==> src/logic/rv_pkg.sv <==
package rv_pkg;

	localparam int XLEN       = 32;
	localparam int REG_ADDR_W = 5;
	localparam int COUNT_W    = 32;

	// major opcodes the core understands
	localparam logic [6:0] OPC_OP     = 7'b0110011;
	localparam logic [6:0] OPC_OP_IMM = 7'b0010011;
	localparam logic [6:0] OPC_LUI    = 7'b0110111;

	typedef enum logic [3:0] {
		ALU_ADD    = 4'd0,
		ALU_SUB    = 4'd1,
		ALU_SLL    = 4'd2,
		ALU_SLT    = 4'd3,
		ALU_SLTU   = 4'd4,
		ALU_XOR    = 4'd5,
		ALU_SRL    = 4'd6,
		ALU_SRA    = 4'd7,
		ALU_OR     = 4'd8,
		ALU_AND    = 4'd9,
		ALU_PASS_B = 4'd10,
		ALU_NOP    = 4'd11
	} alu_op_e;

	// wen is never set for x0
	typedef struct packed {
		logic                  wen;
		logic [REG_ADDR_W-1:0] rd;
	} dst_t;

	typedef struct packed {
		alu_op_e         alu_op;
		logic [XLEN-1:0] a;
		logic [XLEN-1:0] b;
		dst_t            dst;
	} exec_uop_t;

	typedef struct packed {
		dst_t            dst;
		logic [XLEN-1:0] data;
	} retire_t;

endpackage

==> src/logic/rv_stage_reg.sv <==
`timescale 1ns/1ps

module rv_stage_reg #(
	parameter type payload_t = logic
) (
	input  logic     clock,
	input  logic     reset_i,
	input  logic     valid_i,
	output logic     ready_o,
	input  payload_t data_i,
	output logic     valid_o,
	input  logic     ready_i,
	output payload_t data_o
);

	logic     valid_q;
	payload_t data_q;

	// free when empty or drained this cycle
	assign ready_o = ~valid_q | ready_i;
	assign valid_o = valid_q;
	assign data_o  = data_q;

	always_ff @(posedge clock) begin
		if (reset_i) begin
			valid_q <= 1'b0;
		end else if (ready_o) begin
			valid_q <= valid_i;
		end
	end

	always_ff @(posedge clock) begin
		if (valid_i && ready_o) begin
			data_q <= data_i;
		end
	end

	// a stalled output must hold its record until taken
	assert property (@(posedge clock) disable iff (reset_i)
		valid_o && !ready_i |=> valid_o && $stable(data_o));

	assert property (@(posedge clock) reset_i |=> !valid_o);

endmodule

==> src/logic/rv_regfile.sv <==
`timescale 1ns/1ps

module rv_regfile import rv_pkg::*; (
	input  logic                  clock,
	input  logic                  reset_i,
	input  logic [REG_ADDR_W-1:0] rs1_addr_i,
	input  logic [REG_ADDR_W-1:0] rs2_addr_i,
	output logic [XLEN-1:0]       rs1_data_o,
	output logic [XLEN-1:0]       rs2_data_o,
	input  logic                  wr_en_i,
	input  dst_t                  wr_dst_i,
	input  logic [XLEN-1:0]       wr_data_i
);

	// x0 has no storage
	logic [XLEN-1:0] regs_q [1:31];

	always_ff @(posedge clock) begin
		if (reset_i) begin
			for (int i = 1; i < 32; i++) begin
				regs_q[i] <= '0;
			end
		end else if (wr_en_i && wr_dst_i.wen && wr_dst_i.rd != '0) begin
			regs_q[wr_dst_i.rd] <= wr_data_i;
		end
	end

	assign rs1_data_o = (rs1_addr_i == '0) ? '0 : regs_q[rs1_addr_i];
	assign rs2_data_o = (rs2_addr_i == '0) ? '0 : regs_q[rs2_addr_i];

	// the decoder must never mark x0 as a destination
	assert property (@(posedge clock) disable iff (reset_i)
		wr_en_i && wr_dst_i.wen |-> wr_dst_i.rd != '0);

endmodule

==> src/logic/rv_decoder.sv <==
`timescale 1ns/1ps

module rv_decoder import rv_pkg::*; (
	input  logic [31:0]           inst_i,
	input  logic [XLEN-1:0]       rs1_data_i,
	input  logic [XLEN-1:0]       rs2_data_i,
	output logic [REG_ADDR_W-1:0] rs1_addr_o,
	output logic [REG_ADDR_W-1:0] rs2_addr_o,
	output logic                  rs1_ren_o,
	output logic                  rs2_ren_o,
	output exec_uop_t             uop_o
);

	logic [6:0]            opcode;
	logic [2:0]            funct3;
	logic [6:0]            funct7;
	logic [REG_ADDR_W-1:0] rd;
	logic [XLEN-1:0]       imm_i;
	logic [XLEN-1:0]       imm_u;

	assign opcode     = inst_i[6:0];
	assign rd         = inst_i[11:7];
	assign funct3     = inst_i[14:12];
	assign funct7     = inst_i[31:25];
	assign rs1_addr_o = inst_i[19:15];
	assign rs2_addr_o = inst_i[24:20];
	assign imm_i      = {{20{inst_i[31]}}, inst_i[31:20]};
	assign imm_u      = {inst_i[31:12], 12'b0};

	// alt picks sub / arithmetic shift
	function automatic alu_op_e f3_to_alu(input logic [2:0] f3, input logic alt);
		case (f3)
			3'b000:  return alt ? ALU_SUB : ALU_ADD;
			3'b001:  return ALU_SLL;
			3'b010:  return ALU_SLT;
			3'b011:  return ALU_SLTU;
			3'b100:  return ALU_XOR;
			3'b101:  return alt ? ALU_SRA : ALU_SRL;
			3'b110:  return ALU_OR;
			default: return ALU_AND;
		endcase
	endfunction

	always_comb begin
		// unsupported opcodes fall through as a no-op
		uop_o     = '{alu_op: ALU_NOP, a: '0, b: '0, dst: '0};
		rs1_ren_o = 1'b0;
		rs2_ren_o = 1'b0;
		case (opcode)
			OPC_OP: begin
				uop_o.alu_op = f3_to_alu(funct3, funct7[5]);
				uop_o.a      = rs1_data_i;
				uop_o.b      = rs2_data_i;
				uop_o.dst    = '{wen: rd != '0, rd: rd};
				rs1_ren_o    = 1'b1;
				rs2_ren_o    = 1'b1;
			end
			OPC_OP_IMM: begin
				// only the shift-right immediate has an alternate form
				uop_o.alu_op = f3_to_alu(funct3, funct3 == 3'b101 && funct7[5]);
				uop_o.a      = rs1_data_i;
				uop_o.b      = imm_i;
				uop_o.dst    = '{wen: rd != '0, rd: rd};
				rs1_ren_o    = 1'b1;
			end
			OPC_LUI: begin
				uop_o.alu_op = ALU_PASS_B;
				uop_o.b      = imm_u;
				uop_o.dst    = '{wen: rd != '0, rd: rd};
			end
			default: ;
		endcase
	end

endmodule

==> src/logic/rv_hazard_ctrl.sv <==
`timescale 1ns/1ps

module rv_hazard_ctrl import rv_pkg::*; (
	input  logic                  clock,
	input  logic                  reset_i,
	input  logic                  inst_valid_i,
	input  logic [REG_ADDR_W-1:0] rs1_addr_i,
	input  logic [REG_ADDR_W-1:0] rs2_addr_i,
	input  logic                  rs1_ren_i,
	input  logic                  rs2_ren_i,
	input  logic                  ex_valid_i,
	input  dst_t                  ex_dst_i,
	input  logic                  wb_valid_i,
	input  dst_t                  wb_dst_i,
	input  logic                  issue_ready_i,
	output logic                  inst_ready_o,
	output logic                  issue_valid_o,
	output logic                  stall_o
);

	typedef enum logic {
		HZ_RUN,
		HZ_WAIT_WB
	} hz_state_e;

	hz_state_e state_q;
	hz_state_e state_d;
	logic      ex_wr;
	logic      wb_wr;
	logic      rs1_hit;
	logic      rs2_hit;
	logic      conflict;

	// a stage only matters if it will write a register
	assign ex_wr    = ex_valid_i & ex_dst_i.wen;
	assign wb_wr    = wb_valid_i & wb_dst_i.wen;
	assign rs1_hit  = rs1_ren_i & ((ex_wr & (ex_dst_i.rd == rs1_addr_i))
		| (wb_wr & (wb_dst_i.rd == rs1_addr_i)));
	assign rs2_hit  = rs2_ren_i & ((ex_wr & (ex_dst_i.rd == rs2_addr_i))
		| (wb_wr & (wb_dst_i.rd == rs2_addr_i)));
	assign conflict = rs1_hit | rs2_hit;

	assign inst_ready_o  = issue_ready_i & ~conflict;
	assign issue_valid_o = inst_valid_i & ~conflict;
	assign stall_o       = (state_q == HZ_WAIT_WB);

	always_comb begin
		state_d = state_q;
		case (state_q)
			HZ_RUN:     if (inst_valid_i && conflict) state_d = HZ_WAIT_WB;
			HZ_WAIT_WB: if (!(inst_valid_i && conflict)) state_d = HZ_RUN;
			default:    state_d = HZ_RUN;
		endcase
	end

	always_ff @(posedge clock) begin
		if (reset_i) begin
			state_q <= HZ_RUN;
		end else begin
			state_q <= state_d;
		end
	end

endmodule

==> src/logic/rv_alu.sv <==
`timescale 1ns/1ps

module rv_alu import rv_pkg::*; (
	input  exec_uop_t uop_i,
	output retire_t   result_o
);

	logic [4:0]      shamt;
	logic [XLEN-1:0] a;
	logic [XLEN-1:0] b;

	assign a     = uop_i.a;
	assign b     = uop_i.b;
	assign shamt = b[4:0];

	always_comb begin
		result_o.dst = uop_i.dst;
		case (uop_i.alu_op)
			ALU_ADD:    result_o.data = a + b;
			ALU_SUB:    result_o.data = a - b;
			ALU_SLL:    result_o.data = a << shamt;
			ALU_SLT:    result_o.data = {31'b0, $signed(a) < $signed(b)};
			ALU_SLTU:   result_o.data = {31'b0, a < b};
			ALU_XOR:    result_o.data = a ^ b;
			ALU_SRL:    result_o.data = a >> shamt;
			// keep the sign bit while shifting
			ALU_SRA:    result_o.data = $unsigned($signed(a) >>> shamt);
			ALU_OR:     result_o.data = a | b;
			ALU_AND:    result_o.data = a & b;
			// lui carries its value in b
			ALU_PASS_B: result_o.data = b;
			default:    result_o.data = '0;
		endcase
	end

endmodule

==> src/logic/rv_perf_counter.sv <==
`timescale 1ns/1ps

module rv_perf_counter import rv_pkg::*; (
	input  logic               clock,
	input  logic               reset_i,
	input  logic               retire_fire_i,
	input  logic               stall_i,
	output logic [COUNT_W-1:0] retired_count_o,
	output logic [COUNT_W-1:0] stall_count_o
);

	// both counters simply wrap
	always_ff @(posedge clock) begin
		if (reset_i) begin
			retired_count_o <= '0;
			stall_count_o   <= '0;
		end else begin
			if (retire_fire_i) begin
				retired_count_o <= retired_count_o + 1'b1;
			end
			if (stall_i) begin
				stall_count_o <= stall_count_o + 1'b1;
			end
		end
	end

endmodule

==> src/logic/rv_core.sv <==
`timescale 1ns/1ps

module rv_core import rv_pkg::*; (
	input  logic               clock,
	input  logic               reset_i,
	input  logic [31:0]        inst_i,
	input  logic               inst_valid_i,
	output logic               inst_ready_o,
	output retire_t            retire_o,
	output logic               retire_valid_o,
	input  logic               retire_ready_i,
	output logic [COUNT_W-1:0] retired_count_o,
	output logic [COUNT_W-1:0] stall_count_o
);

	logic [REG_ADDR_W-1:0] rs1_addr;
	logic [REG_ADDR_W-1:0] rs2_addr;
	logic [XLEN-1:0]       rs1_data;
	logic [XLEN-1:0]       rs2_data;
	logic                  rs1_ren;
	logic                  rs2_ren;
	exec_uop_t             dec_uop;
	exec_uop_t             ex_uop;
	retire_t               alu_result;
	logic                  issue_valid;
	logic                  issue_ready;
	logic                  ex_valid;
	logic                  wb_ready;
	logic                  stall;
	logic                  retire_fire;

	// the register file updates on the retire handshake
	assign retire_fire = retire_valid_o & retire_ready_i;

	rv_decoder u_decoder (
		.inst_i     (inst_i),
		.rs1_data_i (rs1_data),
		.rs2_data_i (rs2_data),
		.rs1_addr_o (rs1_addr),
		.rs2_addr_o (rs2_addr),
		.rs1_ren_o  (rs1_ren),
		.rs2_ren_o  (rs2_ren),
		.uop_o      (dec_uop)
	);

	rv_regfile u_regfile (
		.clock      (clock),
		.reset_i    (reset_i),
		.rs1_addr_i (rs1_addr),
		.rs2_addr_i (rs2_addr),
		.rs1_data_o (rs1_data),
		.rs2_data_o (rs2_data),
		.wr_en_i    (retire_fire),
		.wr_dst_i   (retire_o.dst),
		.wr_data_i  (retire_o.data)
	);

	rv_hazard_ctrl u_hazard_ctrl (
		.clock         (clock),
		.reset_i       (reset_i),
		.inst_valid_i  (inst_valid_i),
		.rs1_addr_i    (rs1_addr),
		.rs2_addr_i    (rs2_addr),
		.rs1_ren_i     (rs1_ren),
		.rs2_ren_i     (rs2_ren),
		.ex_valid_i    (ex_valid),
		.ex_dst_i      (ex_uop.dst),
		.wb_valid_i    (retire_valid_o),
		.wb_dst_i      (retire_o.dst),
		.issue_ready_i (issue_ready),
		.inst_ready_o  (inst_ready_o),
		.issue_valid_o (issue_valid),
		.stall_o       (stall)
	);

	rv_stage_reg #(.payload_t(exec_uop_t)) ex_stage (
		.clock   (clock),
		.reset_i (reset_i),
		.valid_i (issue_valid),
		.ready_o (issue_ready),
		.data_i  (dec_uop),
		.valid_o (ex_valid),
		.ready_i (wb_ready),
		.data_o  (ex_uop)
	);

	rv_alu u_alu (
		.uop_i    (ex_uop),
		.result_o (alu_result)
	);

	rv_stage_reg #(.payload_t(retire_t)) wb_stage (
		.clock   (clock),
		.reset_i (reset_i),
		.valid_i (ex_valid),
		.ready_o (wb_ready),
		.data_i  (alu_result),
		.valid_o (retire_valid_o),
		.ready_i (retire_ready_i),
		.data_o  (retire_o)
	);

	rv_perf_counter u_perf_counter (
		.clock           (clock),
		.reset_i         (reset_i),
		.retire_fire_i   (retire_fire),
		.stall_i         (stall),
		.retired_count_o (retired_count_o),
		.stall_count_o   (stall_count_o)
	);

endmodule

==> config.mk <==
export PLATFORM = sky130hd
export DESIGN_NAME = rv_core
export DESIGN_NICKNAME = d
export VERILOG_FILES = /design/src/logic/rv_pkg.sv /design/src/logic/rv_stage_reg.sv /design/src/logic/rv_regfile.sv /design/src/logic/rv_decoder.sv /design/src/logic/rv_hazard_ctrl.sv /design/src/logic/rv_alu.sv /design/src/logic/rv_perf_counter.sv /design/src/logic/rv_core.sv
export SDC_FILE = /design/constraint.sdc
export NUM_CORES = 2
export LEC_CHECK = 0
export BUFFER_PORTS_ARGS = -buffer_cell sky130_fd_sc_hd__buf_2
export CORE_UTILIZATION = 65
export CTS_CLUSTER_DIAMETER = 50
export DETAILED_ROUTE_END_ITERATION = 10
export PLACE_DENSITY = 0.82
export SKIP_CTS_REPAIR_TIMING = 1
export SYNTH_ARGS = -nofsm -noshare
export SYNTH_HDL_FRONTEND = slang
export SYNTH_SLANG_ARGS = --single-unit
==> constraint.sdc <==
create_clock -name clock -period 12.5 [get_ports clock]
set_clock_uncertainty 0.2 [all_clocks]
set_input_delay 0.625 -clock clock [delete_from_list [all_inputs] [get_ports clock]]
set_output_delay 0.625 -clock clock [all_outputs]
set_load 0.02 [all_outputs]
==> run metrics <==
status=complete, but fails checks; violated checks=negative hold slack, max-capacitance violations, max-slew violations; FF+latch count, synth=1,203; period utilisation layout=0.391; Tmin final=4.89 ns; DIE AREA=109,000 um2; final net count=5,208; vias per inst=7.69; H-Tree Depth=4; IO Port Bufs=139; Clock Path Buffers=3; Max-slew headroom=-0.00595; yosys warns=0; CTS tree=built; post-synthesis mux area share=0.237; Synth Area in Adders=0.0195; root buffer cell=clkbuf_16; WS Path Type=reg -> reg; Post-Route WL=244 mm; number of global-route vias before repair=49,000; chip height=330 um; Row Count=120; Mapped Cells=5,131; total gr overflow=0; critical path capture point type=flop; mapped cell area=70,000 um2; gpl congestion=1.05; Leak=0.0277 uW; simple-gate share of the synthesized area=0.138; drt wl/cell=roughly 37 um; crit path buf inv count=1; DIE WIDTH=about 330 um; Fillers=6,707; Startpoint Class=flop; RSZ-0062 raised after global routing=false; HP Class=in -> reg; first-pass GRT wire length=between 300 and 400 mm; max incr delay on CP=about 0.70 ns; Final Hold Vio Count=2; Max Slew Vio Count=34; crit path max-delay cell type=edfxtp_1; Worst IR Drop VDD=0.000132 V; CP arrival=5.22 ns; clock latency on the worst-skew pair=0.79 ns; layout cells sized above 1=0.241; Worst Path Required=12.84 ns; Max Cap Violations=1; fraction of registers with async set/reset=0; area delta synth->final=9.08%; delay-heaviest family, CP=compound AO/OA/AOI/OAI gates; Avg Inst Size Synth=13.6 um2; CP max FO=11; Max Clock Freq=0.205 GHz; Final Setup Violations=0; Sinks on Clock Net=approximately 1,200; largest family of logic cells by synthesized area=multiplexers; drt drc=0; # IOs=140; pin count of the biggest net entering global routing=111; Pwr Density=128 nW/um2; CTS Buf Count=around 140; Synth cell types=91; Initial Util=0.655; Detailed Route Iter0 Violations=about 9,300; routed via count=a little over 50,000; Seq/Total Area, Yosys=0.506; hold slack=-0.0146 ns; Worst-path clk slew=0.06 ns; Compound-Gate Fraction of Synth Area=0.0575; critical-path cell list=inv_1 -> ha_1 -> or3_1 -> nor2_1 -> nand2_1 -> o211a_1 -> o21ai_2 -> a31oi_1 -> o31ai_1 -> mux2_2 -> a211o_1; Post-synth EDFFs=around 1,100; initial antenna violation count=17; slew at the pin with the worst max-slew slack=1.51 ns; all-layer global routing usage=0.449; dpl hpwl=144 mm; core region area=107,000 um2; XOR/XNOR share of the synthesized area=0.00925; drt first pass iters=8; Setup TNS=0 ns; Detail Route Antenna Nets=0; most common flop cell mapped by yosys=edfxtp_1
-- worst paths after layout --
path	start	to	slack, ns	depth (start not counted)
min reg2reg	u_perf_counter.stall_count_o[13]	u_perf_counter.stall_count_o[13]	0.30	2
min	inst_i[7]	ex_stage.data_o[0]	-0.01	2
max reg2reg	ex_stage.data_o[47]	wb_stage.data_o[31]	7.61	11
max	ex_stage.data_o[47]	wb_stage.data_o[31]	7.61	11
-- metal layers --
layer / global-route usage / part of all wire / vias to the layer above
met1: 0.554 / 0.31 / 25000
met5: 0.00391 / 0.00036 / -
li1: - / - / 19500
met4: 0.323 / 0.083 / 6
met3: 0.160 / 0.16 / 1227
met2: 0.662 / 0.45 / 5121
-- power breakdown --
group	internal [uW]	switching, uW	total [uW]
clock	2240	1730	3970
sequential	4540	143	4690
combinational	448	650	1100
total	7230	2520	9760
-- metrics by stage --
stage,instance area (um2),std cells,total power (uW),util,setup slack (ns)
floorplan,70100,5162,5410,-,7.64
global placement,71900,6325,5770,0.673,7.08
detailed placement,71900,6325,5800,0.673,7.03
CTS,76300,6572,9690,0.714,7.54
global route,76300,6576,9910,0.714,7.22
finish,76400,6604,9760,0.715,7.61
-- cells in the mapped netlist (46+ instances only) --
library cell | count | area share
a21oi_1 | 156 | 0.011
and2_1 | 1003 | 0.090
buf_1 | 59 | 0.0032
buf_2 | 52 | 0.0037
clkbuf_1 | 372 | 0.020
dfxtp_1 | 67 | 0.019
edfxtp_1 | 1136 | 0.49
ha_1 | 106 | 0.019
inv_1 | 105 | 0.0056
mux2i_1 | 104 | 0.015
mux4_2 | 682 | 0.22
nand2_1 | 199 | 0.011
nand3_1 | 46 | 0.0033
nor2_1 | 287 | 0.015
o21ai_0 | 157 | 0.011
xor2_1 | 51 | 0.0064
-- flip-flops by register name, indices dropped and copies added, names as in the netlist --
register,count
wb_stage.valid_o,1
u_hazard_ctrl.stall_o,1
u_perf_counter.stall_count_o,32
wb_stage.data_o,38
ex_stage.valid_o,1
u_regfile.regs_q,1024
ex_stage.data_o,74
u_perf_counter.retired_count_o,32
-- final cells by class --
class / count / area [um2] / area share
Clock buffer: 164 / 3590 / 0.0470
Timing Repair Buffer: 252 / 1650 / 0.0215
Clock inverter: 83 / 787 / 0.0103
Inverter: 107 / 402 / 0.00526
Tap cell: 1403 / 1760 / 0.0230
Sequential cell: 1203 / 35500 / 0.464
Antenna cell: 30 / 75.1 / 0.000983
Multi-Input combinational cell: 3362 / 32700 / 0.428
-- cell usage in the layout (no fill, tap or decap), drive strengths merged, types with 51 or more instances in the layout --
cell type     n
edfxtp     1136
and2       1005
mux4        682
nor2        288
buf         250
nand2       199
clkbuf      164
o21ai       161
a21oi       157
inv         124
ha          106
mux2i       104
dfxtp        67
xor2         51
-- kinds of logic (layout without fill, tap and decap cells) --
kind of cell | count (synthesis) | count (layout)
simple gates | 1736 | 1736
flops | 1203 | 1203
mux | 801 | 801
compound gates | 611 | 611
buf+inv | 597 | 606
fa+ha+maj | 108 | 108
xor+xnor | 74 | 74
other cells | 1 | 62
No activity file was read; power rests on OpenSTA's default activity.
